### config.mk
export PLATFORM = sky130hd
export DESIGN_NAME = hw_ctrl_top
export DESIGN_NICKNAME = d
export VERILOG_FILES = /design/src/hw_ctrl_bus_pkg.sv /design/src/hw_ctrl_map_pkg.sv /design/src/opb_decode.sv /design/src/id_scratch_regs.sv /design/src/gpio_regs.sv /design/src/tick_gen.sv /design/src/status_led.sv /design/src/hw_ctrl_top.sv
export SDC_FILE = /design/constraint.sdc
export NUM_CORES = 1
export LEC_CHECK = 0
export BUFFER_PORTS_ARGS = -buffer_cell sky130_fd_sc_hd__buf_2
export CAP_MARGIN = 20
export CORE_MARGIN = 2
export CORE_UTILIZATION = 33
export DETAILED_ROUTE_END_ITERATION = 12
export GPL_TIMING_DRIVEN = 1
export PLACE_DENSITY = 0.48
export SLEW_MARGIN = 40
export SYNTH_ARGS = -nofsm -noshare
export SYNTH_HDL_FRONTEND = slang
export SYNTH_HIERARCHICAL = 1
export SYNTH_SLANG_ARGS = --single-unit
### constraint.sdc
create_clock -name opb_clk -period 2 [get_ports opb_clk]
set_input_delay 0.2 -clock opb_clk [delete_from_list [all_inputs] [get_ports opb_clk]]
set_output_delay 0.2 -clock opb_clk [all_outputs]
set_load 0.02 [all_outputs]
### src/hw_ctrl_bus_pkg.sv
//////////////////////////////////////////////////
// Register bus request and GPIO port types, shared
// by the decoder, the register blocks and the top
//////////////////////////////////////////////////

package hw_ctrl_bus_pkg;

    localparam int data_w = 32;
    localparam int addr_w = 16;

    // One request per cycle, strobes are single-cycle
    typedef struct packed {
        logic [addr_w-1:0] addr;
        logic [data_w-1:0] wdata;
        logic              re;
        logic              we;
    } opb_req_t;

    // Interlock inputs, most of them active low on the board
    typedef struct packed {
        logic [5:0] en_state;
        logic       pendant_inst;
        logic       pendant_meb_n;
        logic [1:0] sts_n;
        logic [4:0] door_sw_n;
        logic [1:0] ls_n;
        logic       spd_ac_dr_n;
        logic       emo_good_n;
    } gpio_status_t;

    // Configuration switch banks
    typedef struct packed {
        logic [7:0] mel;
        logic [7:0] bel;
        logic [7:0] kvbel;
    } switch_cfg_t;

    typedef struct packed {
        logic [2:0] loc_cntl;
        logic [3:0] en_cntl;
        logic       gant_rot_en;
    } ctrl_out_t;

endpackage

### src/hw_ctrl_map_pkg.sv
//////////////////////////////////////////////////
// Register address map, identity words and tick
// divisor defaults for the interlock control core
//////////////////////////////////////////////////

package hw_ctrl_map_pkg;

    // Region codes, address bits 11..8
    localparam logic [3:0] region_id   = 4'h0;
    localparam logic [3:0] region_gpio = 4'h1;

    // Identity region, address bits 3..0
    localparam logic [3:0] reg_version = 4'h0;
    localparam logic [3:0] reg_fpga_id = 4'h1;
    localparam logic [3:0] reg_date    = 4'h2;
    localparam logic [3:0] reg_scratch = 4'h3;

    // GPIO region
    localparam logic [3:0] reg_status = 4'h0;
    localparam logic [3:0] reg_switch = 4'h1;
    localparam logic [3:0] reg_ctrl   = 4'h2;

    localparam logic [31:0] fw_version    = 32'h0001_0000;
    localparam logic [31:0] fpga_id       = 32'h0000_0050;
    localparam logic [31:0] build_date    = 32'h2025_0822;
    localparam logic [31:0] unmapped_data = 32'hDEAD_0000;

    // 100000 does not fit 16 bits, so the divisors are 17 wide
    localparam int                tick_w           = 17;
    localparam logic [tick_w-1:0] div_ms_default   = 17'd100000;
    localparam logic [tick_w-1:0] div_slow_default = 17'd1000;

    // Slow ticks before the board wakes on its own
    localparam logic [3:0] wake_ticks = 4'd2;

endpackage

### src/opb_decode.sv
//////////////////////////////////////////////////
// Region decode of the register bus into block
// strobes, with a registered read-return mux
//////////////////////////////////////////////////

`timescale 1ns/1ps

module opb_decode (
    input  logic                               opb_clk,
    input  logic                               rst_n,
    input  hw_ctrl_bus_pkg::opb_req_t          req,
    input  logic [hw_ctrl_bus_pkg::data_w-1:0] id_rdata,
    input  logic [hw_ctrl_bus_pkg::data_w-1:0] gpio_rdata,
    output logic                               id_re,
    output logic                               id_we,
    output logic                               gpio_re,
    output logic                               gpio_we,
    output logic                               bus_access,
    output logic [hw_ctrl_bus_pkg::data_w-1:0] rdata,
    output logic                               rvalid
);

    logic [3:0] region;
    logic [3:0] rd_region;
    logic       id_hit;
    logic       gpio_hit;

    assign region   = req.addr[11:8];
    assign id_hit   = (region == hw_ctrl_map_pkg::region_id);
    assign gpio_hit = (region == hw_ctrl_map_pkg::region_gpio);

    assign id_re      = req.re & id_hit;
    assign id_we      = req.we & id_hit;
    assign gpio_re    = req.re & gpio_hit;
    assign gpio_we    = req.we & gpio_hit;
    assign bus_access = req.re | req.we;

    always_ff @(posedge opb_clk or negedge rst_n) begin
        if (!rst_n) begin
            rvalid <= 1'b0;
        end else begin
            rvalid <= req.re;
        end
    end

    // Region of the read in flight
    always_ff @(posedge opb_clk) begin
        if (req.re) begin
            rd_region <= region;
        end
    end

    // Blocks have already registered their word
    always_comb begin
        case (rd_region)
            hw_ctrl_map_pkg::region_id:   rdata = id_rdata;
            hw_ctrl_map_pkg::region_gpio: rdata = gpio_rdata;
            default:                      rdata = hw_ctrl_map_pkg::unmapped_data;
        endcase
    end

endmodule

### src/id_scratch_regs.sv
//////////////////////////////////////////////////
// Firmware identity words and a read/write scratch
// register for bus sanity checks
//////////////////////////////////////////////////

`timescale 1ns/1ps

module id_scratch_regs (
    input  logic                               opb_clk,
    input  logic                               rst_n,
    input  logic                               re,
    input  logic                               we,
    input  logic [3:0]                         index,
    input  logic [hw_ctrl_bus_pkg::data_w-1:0] wdata,
    output logic [hw_ctrl_bus_pkg::data_w-1:0] rdata
);

    logic [hw_ctrl_bus_pkg::data_w-1:0] scratch;

    // Only the scratch index takes writes
    always_ff @(posedge opb_clk or negedge rst_n) begin
        if (!rst_n) begin
            scratch <= '0;
        end else if (we && index == hw_ctrl_map_pkg::reg_scratch) begin
            scratch <= wdata;
        end
    end

    always_ff @(posedge opb_clk) begin
        if (re) begin
            case (index)
                hw_ctrl_map_pkg::reg_version: rdata <= hw_ctrl_map_pkg::fw_version;
                hw_ctrl_map_pkg::reg_fpga_id: rdata <= hw_ctrl_map_pkg::fpga_id;
                hw_ctrl_map_pkg::reg_date:    rdata <= hw_ctrl_map_pkg::build_date;
                hw_ctrl_map_pkg::reg_scratch: rdata <= scratch;
                default:                      rdata <= hw_ctrl_map_pkg::unmapped_data;
            endcase
        end
    end

endmodule

### src/gpio_regs.sv
//////////////////////////////////////////////////
// Interlock status and switch readback through
// synchronizers, plus the control output register
//////////////////////////////////////////////////

`timescale 1ns/1ps

module gpio_regs (
    input  logic                               opb_clk,
    input  logic                               rst_n,
    input  logic                               re,
    input  logic                               we,
    input  logic [3:0]                         index,
    input  logic [hw_ctrl_bus_pkg::data_w-1:0] wdata,
    input  hw_ctrl_bus_pkg::gpio_status_t      status_in,
    input  hw_ctrl_bus_pkg::switch_cfg_t       switch_in,
    output logic [hw_ctrl_bus_pkg::data_w-1:0] rdata,
    output hw_ctrl_bus_pkg::ctrl_out_t         ctrl,
    output logic [1:0]                         led_sel
);

    hw_ctrl_bus_pkg::gpio_status_t status_meta;
    hw_ctrl_bus_pkg::gpio_status_t status_sync;
    hw_ctrl_bus_pkg::switch_cfg_t  switch_meta;
    hw_ctrl_bus_pkg::switch_cfg_t  switch_sync;

    // Bits 9..8 pick the LEDs, bits 7..0 the outputs
    logic [9:0] ctrl_reg;

    //////////////////////////////////////////////////
    // Input synchronizers
    //////////////////////////////////////////////////

    always_ff @(posedge opb_clk) begin
        status_meta <= status_in;
        status_sync <= status_meta;
        switch_meta <= switch_in;
        switch_sync <= switch_meta;
    end

    //////////////////////////////////////////////////
    // Control register and readback
    //////////////////////////////////////////////////

    always_ff @(posedge opb_clk or negedge rst_n) begin
        if (!rst_n) begin
            ctrl_reg <= '0;
        end else if (we && index == hw_ctrl_map_pkg::reg_ctrl) begin
            ctrl_reg <= wdata[9:0];
        end
    end

    assign ctrl    = ctrl_reg[7:0];
    assign led_sel = ctrl_reg[9:8];

    // Right-aligned, upper bits zero
    always_ff @(posedge opb_clk) begin
        if (re) begin
            case (index)
                hw_ctrl_map_pkg::reg_status:
                    rdata <= {{(hw_ctrl_bus_pkg::data_w - $bits(status_sync)){1'b0}}, status_sync};
                hw_ctrl_map_pkg::reg_switch:
                    rdata <= {{(hw_ctrl_bus_pkg::data_w - $bits(switch_sync)){1'b0}}, switch_sync};
                hw_ctrl_map_pkg::reg_ctrl:
                    rdata <= {{(hw_ctrl_bus_pkg::data_w - $bits(ctrl_reg)){1'b0}}, ctrl_reg};
                default:
                    rdata <= hw_ctrl_map_pkg::unmapped_data;
            endcase
        end
    end

endmodule

### src/tick_gen.sv
//////////////////////////////////////////////////
// Millisecond and slow tick strobes from opb_clk
//////////////////////////////////////////////////

`timescale 1ns/1ps

module tick_gen #(
    parameter logic [hw_ctrl_map_pkg::tick_w-1:0] div_ms   = hw_ctrl_map_pkg::div_ms_default,
    parameter logic [hw_ctrl_map_pkg::tick_w-1:0] div_slow = hw_ctrl_map_pkg::div_slow_default
) (
    input  logic opb_clk,
    input  logic rst_n,
    output logic ms_tick,
    output logic slow_tick
);

    logic [hw_ctrl_map_pkg::tick_w-1:0] ms_cnt;
    logic [hw_ctrl_map_pkg::tick_w-1:0] slow_cnt;

    always_ff @(posedge opb_clk or negedge rst_n) begin
        if (!rst_n) begin
            ms_cnt    <= '0;
            slow_cnt  <= '0;
            ms_tick   <= 1'b0;
            slow_tick <= 1'b0;
        end else begin
            ms_tick   <= 1'b0;
            slow_tick <= 1'b0;
            if (ms_cnt == div_ms - 1'b1) begin
                ms_cnt  <= '0;
                ms_tick <= 1'b1;
            end else begin
                ms_cnt <= ms_cnt + 1'b1;
            end
            // Slow counter advances once per ms tick
            if (ms_tick) begin
                if (slow_cnt == div_slow - 1'b1) begin
                    slow_cnt  <= '0;
                    slow_tick <= 1'b1;
                end else begin
                    slow_cnt <= slow_cnt + 1'b1;
                end
            end
        end
    end

endmodule

### src/status_led.sv
//////////////////////////////////////////////////
// Status LEDs, blinking until the first bus access
// or a few slow ticks, then driven by the GPIO block
//////////////////////////////////////////////////

`timescale 1ns/1ps

module status_led (
    input  logic       opb_clk,
    input  logic       rst_n,
    input  logic       slow_tick,
    input  logic       bus_access,
    input  logic [1:0] led_sel,
    output logic [1:0] stat_led
);

    logic [3:0] tick_cnt;
    logic       blink;
    logic       awake;

    always_ff @(posedge opb_clk or negedge rst_n) begin
        if (!rst_n) begin
            tick_cnt <= '0;
            blink    <= 1'b0;
            awake    <= 1'b0;
        end else begin
            if (slow_tick) begin
                blink <= ~blink;
                // Saturates, never wraps back under the wake count
                if (tick_cnt != 4'hF) begin
                    tick_cnt <= tick_cnt + 4'd1;
                end
            end
            if (bus_access) begin
                awake <= 1'b1;
            end else if (slow_tick && tick_cnt >= hw_ctrl_map_pkg::wake_ticks - 4'd1) begin
                awake <= 1'b1;
            end
        end
    end

    assign stat_led = awake ? led_sel : {2{blink}};

endmodule

### src/hw_ctrl_top.sv
//////////////////////////////////////////////////
// Register-bus core of the interlock control FPGA,
// decoder plus identity, GPIO, tick and LED blocks
//////////////////////////////////////////////////

`timescale 1ns/1ps

module hw_ctrl_top #(
    parameter logic [hw_ctrl_map_pkg::tick_w-1:0] div_ms   = hw_ctrl_map_pkg::div_ms_default,
    parameter logic [hw_ctrl_map_pkg::tick_w-1:0] div_slow = hw_ctrl_map_pkg::div_slow_default
) (
    input  logic                               opb_clk,
    input  logic                               rst_n,
    input  hw_ctrl_bus_pkg::opb_req_t          opb_req,
    input  hw_ctrl_bus_pkg::gpio_status_t      gpio_status,
    input  hw_ctrl_bus_pkg::switch_cfg_t       switch_cfg,
    output logic [hw_ctrl_bus_pkg::data_w-1:0] opb_rdata,
    output logic                               opb_rvalid,
    output hw_ctrl_bus_pkg::ctrl_out_t         ctrl_out,
    output logic [1:0]                         stat_led
);

    logic                               id_re;
    logic                               id_we;
    logic                               gpio_re;
    logic                               gpio_we;
    logic                               bus_access;
    logic [hw_ctrl_bus_pkg::data_w-1:0] id_rdata;
    logic [hw_ctrl_bus_pkg::data_w-1:0] gpio_rdata;
    logic [1:0]                         led_sel;
    logic                               slow_tick;

    opb_decode u_decode (
        .opb_clk    (opb_clk),
        .rst_n      (rst_n),
        .req        (opb_req),
        .id_rdata   (id_rdata),
        .gpio_rdata (gpio_rdata),
        .id_re      (id_re),
        .id_we      (id_we),
        .gpio_re    (gpio_re),
        .gpio_we    (gpio_we),
        .bus_access (bus_access),
        .rdata      (opb_rdata),
        .rvalid     (opb_rvalid)
    );

    // Register index is the low address nibble
    id_scratch_regs u_id (
        .opb_clk (opb_clk),
        .rst_n   (rst_n),
        .re      (id_re),
        .we      (id_we),
        .index   (opb_req.addr[3:0]),
        .wdata   (opb_req.wdata),
        .rdata   (id_rdata)
    );

    gpio_regs u_gpio (
        .opb_clk   (opb_clk),
        .rst_n     (rst_n),
        .re        (gpio_re),
        .we        (gpio_we),
        .index     (opb_req.addr[3:0]),
        .wdata     (opb_req.wdata),
        .status_in (gpio_status),
        .switch_in (switch_cfg),
        .rdata     (gpio_rdata),
        .ctrl      (ctrl_out),
        .led_sel   (led_sel)
    );

    // Only the slow tick is used here
    tick_gen #(
        .div_ms   (div_ms),
        .div_slow (div_slow)
    ) u_tick (
        .opb_clk   (opb_clk),
        .rst_n     (rst_n),
        .ms_tick   (),
        .slow_tick (slow_tick)
    );

    status_led u_led (
        .opb_clk    (opb_clk),
        .rst_n      (rst_n),
        .slow_tick  (slow_tick),
        .bus_access (bus_access),
        .led_sel    (led_sel),
        .stat_led   (stat_led)
    );

endmodule

# ---- Yosys cells after proc, flatten, opt, wreduce, memory -nomap -nowiden
# Cells that the tools add are included.
dict set report classes {
  mux 11
  addsub 3
  eq_ne 8
  bitwise_logic 6
  reduce_logical 8
  order_cmp 1
}
# op count
set ops {}
lappend ops {{32-bit case mux with 4 select lines} 1}
lappend ops {{32-bit case mux with 3 select lines} 1}
lappend ops {{32-bit case mux with 2 select lines} 1}
lappend ops {{17-bit by 1-bit adder with 17-bit output (second input constant)} 2}
lappend ops {{17-bit 2-to-1 mux} 2}
lappend ops {{17-bit by 10-bit == test with 1-bit output (second input constant)} 1}
lappend ops {{17-bit == test (second input constant)} 1}
lappend ops {{4-bit by 1-bit == test with 1-bit output (second input constant)} 3}
lappend ops {{4-bit logical NOT} 3}
lappend ops {{4-bit by 2-bit == test with 1-bit output (second input constant)} 2}
lappend ops {{1-bit 2-to-1 mux} 5}
lappend ops {{4-bit by 1-bit adder with 4-bit output (second input constant)} 1}
lappend ops {{1-bit bitwise AND} 4}
lappend ops {{4-bit by 1-bit greater-or-equal comparator with 1-bit output (second input constant)} 1}
lappend ops {{4-bit inequality test (second input constant)} 1}
lappend ops {{1-bit logical AND} 3}
lappend ops {{2-bit 2-to-1 mux} 1}
lappend ops {{2-bit AND reduction} 1}
lappend ops {{2-bit nonzero test} 1}
lappend ops {{1-bit inverter} 1}
lappend ops {{1-bit bitwise OR} 1}
dict set report totals {
  ff_bits 239
  in_bits 95
  output_inout_bits 43
}

# ---- Longest topological paths before layout
# Gate-level depths: netlist of the first run.
dict set report logic_depth {
  ltp_word 4
  ltp_mapped 6
  depth_no_buf 5
}

# ---- Hierarchy
# Netlist of the first run, hierarchy kept.
# mod area_each_um2 n_inst cells_each
set modules_own_cells {}
lappend modules_own_cells {gpio_regs 3438.3 1 224}
lappend modules_own_cells {id_scratch_regs 2593.7 1 157}
lappend modules_own_cells {tick_gen 1690.4 1 158}
lappend modules_own_cells {opb_decode 699.4 1 85}
lappend modules_own_cells {status_led 346.6 1 35}

# ---- Worst setup path after synthesis of the first run
# OpenSTA, ideal clock, no wires.
dict set report synth_timing {
  kind {input-to-reg}
  from {input port opb_req[42] (netlist bit)}
  to {register u_id/rdata[0] (netlist bit) (enable)}
  path_buffers 0
  setup_slack_ns 0.291
  cell_stages 2
  t_arrival_ns 1.317
  setup_time_ns 0.392
  cell_sequence {nor4_1 and2_1}
}
dict set report synth_between {
  elab_chain_len 2
}
# element line_no
set synth_lines {}
lappend synth_lines {{start, declared} hw_ctrl_top.sv:14} ;# input hw_ctrl_bus_pkg::opb_req_t opb_req,
lappend synth_lines {{4-bit logical NOT} opb_decode.sv:29} ;# assign id_hit = (region == hw_ctrl_map_pkg::region_id);
lappend synth_lines {{1-bit bitwise AND} opb_decode.sv:32} ;# assign id_re = req.re & id_hit;
lappend synth_lines {{via id_re} hw_ctrl_top.sv:23} ;# logic id_re;
lappend synth_lines {{end signal, assigned} id_scratch_regs.sv:32} ;# hw_ctrl_map_pkg::reg_version: rdata <= hw_ctrl_map_pkg::fw_version;
lappend synth_lines {{end signal, assigned} id_scratch_regs.sv:33} ;# hw_ctrl_map_pkg::reg_fpga_id: rdata <= hw_ctrl_map_pkg::fpga_id;
lappend synth_lines {{end signal, assigned} id_scratch_regs.sv:34} ;# hw_ctrl_map_pkg::reg_date: rdata <= hw_ctrl_map_pkg::build_date;
lappend synth_lines {{end, declared} id_scratch_regs.sv:15} ;# output logic [hw_ctrl_bus_pkg::data_w-1:0] rdata
# The timed path passes the listed nets, and every way through them passes these cells.
# A chain may end at the register's enable or synchronous reset.

# ---- Final worst setup path of the first run
dict set report layout_timing {
  from {register u_decode.rd_region[1]}
  to {output port opb_rdata[8] (netlist bit)}
}
dict set report layout_between {
  elab_chain_len 2
}
# element line_no
set layout_lines {}
lappend layout_lines {{start, declared} opb_decode.sv:24} ;# logic [3:0] rd_region;
lappend layout_lines {{start signal, assigned} opb_decode.sv:49} ;# rd_region <= region;
lappend layout_lines {{4-bit by 1-bit == test with 1-bit output / 4-bit logical NOT (equally long branches)} opb_decode.sv:55} ;# case (rd_region)
lappend layout_lines {{32-bit case mux with 2 select lines *} opb_decode.sv:55}
lappend layout_lines {{end, declared} hw_ctrl_top.sv:17} ;# output logic [hw_ctrl_bus_pkg::data_w-1:0] opb_rdata,
# Mark *: on every way between the ends. The rest lies on a longest branch, timed or not.

==> results of run 1 <==
[timing repair]
item / CTS / global route
endpoints found under the hold margin: 131 / 0
resized for setup: 44 / 30
hold buffers: 82 / 0
endpoints found under the setup margin: 21 / 32
cloned: 3 / 0
setup buffers: 3 / 0
pin swaps: 9 / 9
[cell families (layout without fill, tap and decap cells)]
group / count (synthesis) / in the layout / share of synthesized area [%]
other: 1 / 2 / 0.04277
XOR/XNOR: 27 / 27 / 2.697
AND/OR/NAND/NOR: 221 / 224 / 13.47
flip-flops: 232 / 232 / 64.78
AO/OA/AOI/OAI: 34 / 34 / 2.155
adder cells (fa/ha/maj): 5 / 5 / 0.7135
buffers and inverters: 45 / 288 / 3.510
multiplexers: 94 / 94 / 12.63
[per-layer routing]
layer / routed length, um / track usage [%] / vias up
met3: 780 / 2.210 / 38
li1: - / - / 2716
met5: 0 / 0 / -
met2: 10190 / 26.03 / 137
met1: 9370 / 19.46 / 2676
met4: 529 / 4.273 / 0
[metrics by stage]
step | area [sq um] | power [mW] | hold WS (ns) | std cells
after floorplan | 8772 | 5.419 | -0.09559 | 660
after global placement | 9749 | 5.677 | 0.2625 | 1105
after detailed placement | 9749 | 5.689 | 0.2620 | 1105
after CTS | 11640 | 10.77 | 0.08080 | 1241
after global routing | 11750 | 11.05 | 0.1049 | 1241
final | 11750 | 10.66 | 0.09121 | 1241
[critical path: cells and delay by family (launching register included)]
family                 cells  cell delay, ns
buffers and inverters      2            0.32
DFF                        1            0.39
and+or+nand+nor            2            0.64
[where the power goes]
| group | switching (mW) | internal [mW] |
|---|---|---|
| Clock | 1.91 | 2.97 |
| Sequential | 0.0563 | 4.99 |
| Combinational | 0.362 | 0.374 |
[Yosys cell counts (all sizes together)]
cell,n
a211o,1
a21o,1
a21oi,17
a31oi,3
and2,20
and3,8
and4,7
and4b,1
and4bb,1
buf,25
clkbuf,9
conb,1
dfrtp,85
dfxtp,86
edfxtp,61
ha,5
inv,11
mux2,43
mux2i,51
nand2,68
nand2b,8
nand3,15
nand4,13
nor2,45
nor2b,5
nor3,5
nor4,7
nor4bb,1
o211ai,2
o21ai,7
o22ai,3
or2,13
or3,2
or4b,2
xnor2,21
xor2,6
[cell type report]
| class | instances | area (sq um) | area share (%) |
|---|---|---|---|
| clock buffer | 33 | 729.5 | 6.208 |
| clock inverter | 15 | 162.7 | 1.384 |
| inverter | 11 | 41.29 | 0.3514 |
| multi-input combinational | 386 | 2957 | 25.16 |
| sequential | 232 | 5680 | 48.34 |
| tap | 335 | 419.2 | 3.567 |
| timing repair buffer | 229 | 1760 | 14.98 |
[worst paths after layout]
kind	cells after the start	to	slack, ns
min in group asynchronous	2	u_id/scratch[26]$_DFFE_PN0P_	0.25
worst min-delay path	3	u_gpio/rdata[18]$_DFFE_PP_	0.09
worst max register to register	4	u_tick/slow_cnt[8]$_DFFE_PN0P_	0.32
max in group asynchronous	3	u_gpio/ctrl_reg[9]$_DFFE_PN0P_	1.14
worst min register to register	0	u_gpio/status_sync[9]$_DFF_P_	0.31
worst max-delay path	4	opb_rdata[8]	-0.09
==> qor.txt, run 1 <==
total via count in the routed design: 5567
fraction of post-synthesis cell area in the top cell type by area: 24.26%
initial drt markers: 334
FF+latch count, synth: 232
final weighted congestion in routability-driven placement: 0.7623
final-stage net count: 986
power density over the cells: 907.4 nW/um^2
pin count of the biggest net entering global routing: 40
Worst Path Max Fanout: 5
final count of negative-setup-slack endpoints: 11
kind of launch point of the worst setup path: flip-flop
number of slew-limit violations in the final report: 0
critical register-to-register path startpoint: u_tick/slow_cnt[10]$_DFFE_PN0P_
leakage power: 5.190 nW
number of routed nets with antenna violations: 0
utilization after layout: 45.09%
Initial Utilization: 33.65%
Worst-path clk slew: 0.06 ns
Num Clock Sinks: 232
most frequent cells in the layout: sky130_fd_sc_hd__buf_2 (107), sky130_fd_sc_hd__dfxtp_1 (86), sky130_fd_sc_hd__dfrtp_1 (85), sky130_fd_sc_hd__dlygate4sd3_1 (82), sky130_fd_sc_hd__nand2_1 (67)
cts bufs inserted: 26
maximum buffer depth of the clock tree: 3
die outline height: 167.0 um
Fin Clk Skew: 0.01272 ns
Slew headroom: 57.22%
endpoint kind of the worst setup timing path: output pin
number of hold-slack violations in the final timing report: 0
Post-route DRC: 0
registers with the most flip-flops: u_id/rdata: 32 flops, u_id/scratch: 32 flops, u_gpio/rdata: 25 flops
worst voltage drop across the vdd grid: 0.7162 mV
filler cell count in the final layout: 2390
antenna diode count: 0
CTS tree: yes
crit path setup slack, layout: -0.08926 ns
cell taking the most area after synthesis: sky130_fd_sc_hd__dfrtp_1
number of antenna violations at the first check in global routing: 0
library cell used as clock root buffer: sky130_fd_sc_hd__clkbuf_16
slowest cell on the critical path: sky130_fd_sc_hd__or3_4
overall track demand over capacity in global routing: 14.99%
number of distinct library cells after synthesis: 52
ordered cell list for the critical path: buf_4 > or3_4 > nor2_4 > buf_6
Total Negative Setup Slacks: -0.5465 ns
mean post-synth cell area: 13.31 sq um
wire per inst: 16.82 um
I/O pin count: 138
Worst Setup Slack post-DPL: 0.3010 ns
global-route wire length before repair: 33110 um
DR vias/cell: 4.486
proportion of synthesized chip area in sequential cells: 64.78%
Die Footprint: 27890 sq um
violated checks: setup timing
number of search-and-repair iterations in the first detailed-routing pass: 5
Warnings, synthesis: 6
worst endpoint data arrival time: 1.89 ns
post-route minimum period: 2.089 ns
data required time at the worst endpoint: 1.80 ns
outcome: finished with violations
mapped cell area: 8768 sq um
most frequent standard cell in the layout excluding fill and tap cells: sky130_fd_sc_hd__buf_2
number of H-tree branching levels: 1
Layout area overhead: 34.00%
PortBufs: 129
leading post-synthesis cells by cell area: sky130_fd_sc_hd__dfrtp_1 (24%), sky130_fd_sc_hd__edfxtp_1 (21%), sky130_fd_sc_hd__dfxtp_1 (20%)
Maximum Capacitance Violations: 0
total global routing overflow: 0
launch point of the critical path: u_decode/rd_region[1]$_DFFE_PP_
via count of the first global-routing pass: 5964
number of rows in the core area: 59
startpoint of the worst hold path: opb_req[36]
worst hold path class: in -> reg
Cells after Synth: 659
Final Routed Wirelength: 20870 um
placed wire-length estimate: 13030 um
biggest cell delay along the critical path: 0.49 ns
classification of the worst setup path: reg -> out
Die X: 167.0 um
Max Freq: 0.4786 GHz
slew of the pin with the lowest slew margin: 0.6418 ns
period utilisation layout: 104.5%
clk_lat worst skew: 0.53 ns
core area: 26060 sq um
share of cells above drive strength 1: 32.01%
RSZ-0062 raised after global routing: true
(Power assumes the default switching activity.)
==> run 2, diff against run 1 <==
Settings changed: CORE_UTILIZATION 33 to 40, PLACE_DENSITY 0.48 to 0.57, REMOVE_ABC_BUFFERS set to 1.
==> run 2 against run 1 <==
  * The run still ends with setup timing left
  * Worst hold slack worse by 0.050 ns
  * Flip-flop and latch count stayed put
  * Worst setup slack better by 0.037 ns
  * Utilization is 8.8 points higher
  * Clock-buffer cell count is 2 higher
  * Cell area is 0.62% lower
  * Routed wire length is 8.8% lower
  * Die area is 17% lower
  * First-iteration DRC count is 13% lower
  * Sequential power hardly changed
  * Combinational power is 2% higher
  * Fmax is 1.8% higher
==> qor.txt, run 2 (same netlist as run 1, synthesis figures left out) <==
Net Sw Power: 2.260 mW (was 2.327 mW)
registers with the most flip-flops: u_id/rdata: 32 flops, u_id/scratch: 32 flops, u_gpio/rdata: 25 flops (unchanged)
crit path setup slack, layout: -0.05182 ns (was -0.08926 ns)
critical register-to-register path startpoint: u_tick/slow_cnt[3]$_DFFE_PN0P_ (was u_tick/slow_cnt[10]$_DFFE_PN0P_)
number of hold-slack violations in the final timing report: 0 (unchanged)
maximum buffer depth of the clock tree: 3 (unchanged)
die outline height: 152.1 um (was 167.0 um)
Fin Clk Skew: 0.01455 ns (was 0.01272 ns)
clk_lat worst skew: 0.53 ns (about the same)
CTS tree: yes (unchanged)
data required time at the worst endpoint: 1.80 ns (about the same)
startpoint of the worst hold path: opb_req[0] (was opb_req[36])
Worst Path Max Fanout: 6 (was 5)
DR vias/cell: 4.750 (was 4.486)
number of H-tree branching levels: 1 (unchanged)
share of cells above drive strength 1: 32.64% (was 32.01%)
core area: 21690 sq um (was 26060 sq um)
final weighted congestion in routability-driven placement: 0.7594 (was 0.7623)
initial drt markers: 292 (was 334)
RSZ-0062 raised after global routing: true (unchanged)
I/O pin count: 138 (unchanged)
worst voltage drop across the vdd grid: 0.5652 mV (was 0.7162 mV)
classification of the worst setup path: reg -> out (unchanged)
endpoint kind of the worst setup timing path: output pin (unchanged)
most frequent cells in the layout: sky130_fd_sc_hd__buf_2 (107), sky130_fd_sc_hd__dfxtp_1 (86), sky130_fd_sc_hd__dfrtp_1 (85), sky130_fd_sc_hd__dlygate4sd3_1 (81), sky130_fd_sc_hd__nand2_1 (67) (was sky130_fd_sc_hd__buf_2 (107), sky130_fd_sc_hd__dfxtp_1 (86), sky130_fd_sc_hd__dfrtp_1 (85), sky130_fd_sc_hd__dlygate4sd3_1 (82), sky130_fd_sc_hd__nand2_1 (67))
worst hold path class: in -> reg (unchanged)
register share of total power: 49.5% (was 47.3%)
Die X: 152.1 um (was 167.0 um)
final std cells w/o fill: 1188 (was 1241)
PortBufs: 129 (unchanged)
overall track demand over capacity in global routing: 16.26% (was 14.99%)
leakage power: 5.163 nW (was 5.190 nW)
most frequent standard cell in the layout excluding fill and tap cells: sky130_fd_sc_hd__buf_2 (unchanged)
Num Clock Sinks: 232 (unchanged)
clock network fraction of design power: 43.1% (was 45.8%)
number of slew-limit violations in the final report: 0 (unchanged)
Maximum Capacitance Violations: 0 (unchanged)
Worst-path clk slew: 0.06 ns (about the same)
switching share of power: 22.17% (was 21.83%)
outcome: finished with violations (unchanged)
power density over the cells: 872.9 nW/um^2 (was 907.4 nW/um^2)
kind of launch point of the worst setup path: flip-flop (unchanged)
worst endpoint data arrival time: 1.85 ns (was 1.89 ns)
total instance count after detailed placement: 1052 (was 1105)
library cell used as clock root buffer: sky130_fd_sc_hd__clkbuf_16 (unchanged)
launch point of the critical path: u_decode/rd_region[3]$_DFFE_PP_ (was u_decode/rd_region[1]$_DFFE_PP_)
via count of the first global-routing pass: 5789 (was 5964)
tightest hold margin: 0.04106 ns (was 0.09121 ns)
total global routing overflow: 0 (unchanged)
Initial Utilization: 40.43% (was 33.65%)
number of rows in the core area: 54 (was 59)
number of routed nets with antenna violations: 0 (unchanged)
Total Negative Setup Slacks: -0.2441 ns (was -0.5465 ns)
wire per inst: 16.02 um (was 16.82 um)
Die Footprint: 23120 sq um (was 27890 sq um)
placed wire-length estimate: 12310 um (was 13030 um)
total via count in the routed design: 5643 (was 5567)
Final Routed Wirelength: 19030 um (was 20870 um)
Int Pwr: 7.933 mW (was 8.335 mW)
pin count of the biggest net entering global routing: 37 (was 40)
period utilisation layout: 102.6% (was 104.5%)
post-route minimum period: 2.052 ns (was 2.089 ns)
number of search-and-repair iterations in the first detailed-routing pass: 5 (unchanged)
violated checks: setup timing (unchanged)
final count of negative-setup-slack endpoints: 8 (was 11)
global-route wire length before repair: 30450 um (was 33110 um)
Max Freq: 0.4874 GHz (was 0.4786 GHz)
final-stage net count: 988 (was 986)
cts bufs inserted: 25 (was 26)
number of antenna violations at the first check in global routing: 1 (was 0)
combinational power share: 7.4% (was 6.9%)
Post-route DRC: 0 (unchanged)
Layout area overhead: 33.18% (was 34.00%)
==> run 2: metal layers <==
metal | track usage (%) | share of wire (%)
met5 | 0 | 0
met4 | 3.427 | 1.6
met3 | 3.537 | 5.6
met2 | 28.01 | 49
met1 | 21.22 | 43
==> run 2: layout make-up <==
| class | count | area (sq um) |
|---|---|---|
| diodes | 1 | 2.502 |
| clock buffers | 35 | 724.4 |
| clock inverters | 11 | 78.83 |
| fillers | 1811 | 10010 |
| inverters | 11 | 41.29 |
| multi-input cells | 386 | 2993 |
| flip-flops and latches | 232 | 5680 |
| well taps | 280 | 350.3 |
| repair buffers | 232 | 1807 |
==> run 2: worst paths after layout <==
path	cells past startpoint	slack [ns]	end
hold / removal	3	0.04	u_led/awake$_DFFE_PN0P_
setup / recovery	3	-0.05	opb_rdata[2]
hold reg to reg	0	0.32	u_gpio/switch_sync[21]$_DFF_P_
setup reg to reg	4	0.35	u_tick/slow_cnt[9]$_DFFE_PN0P_
min in group asynchronous	2	0.15	u_gpio/ctrl_reg[9]$_DFFE_PN0P_
max in group asynchronous	3	1.21	u_tick/ms_cnt[15]$_DFF_PN0_
==> run 2: power groups by stage <==
stage / Combinational (mW) / Clock [mW] / Sequential, mW
2_1_floorplan: 0.233 / 0 / 5.15
3_5_place_dp: 0.533 / 0 / 5.14
4_1_cts: 0.696 / 4.54 / 5.05
5_1_grt: 0.809 / 4.71 / 5.06
3_3_place_gp: 0.524 / 0 / 5.13
6_report: 0.749 / 4.39 / 5.05
==> run 2: worst max-delay path, cell delays in order (launching register included) <==
cell,delay (ns)
sky130_fd_sc_hd__edfxtp_1,0.48
sky130_fd_sc_hd__or3_4,0.55
sky130_fd_sc_hd__nor2_4,0.16
sky130_fd_sc_hd__buf_6,0.12
==> run 2: timing repair <==
| item | in CTS | in global routing |
|---|---|---|
| endpoints found under the hold margin | 149 | 0 |
| resized for setup | 50 | 44 |
| pin swaps | 8 | 16 |
| hold buffers | 81 | 0 |
| setup endpoints to repair | 32 | 23 |
| cloned | 2 | 2 |
| setup buffers | 1 | 3 |
==> run 2: metrics by stage <==
step | setup WS [ns] | power [mW] | area (sq um) | util [%]
after floorplan | 0.05966 | 5.382 | 8506 | -
after global placement | 0.3534 | 5.658 | 9646 | 44.47
after detailed placement | 0.3310 | 5.673 | 9646 | 44.47
after CTS | -0.03403 | 10.28 | 11440 | 52.74
after global routing | -0.1056 | 10.58 | 11670 | 53.83
final | -0.05182 | 10.19 | 11680 | 53.84
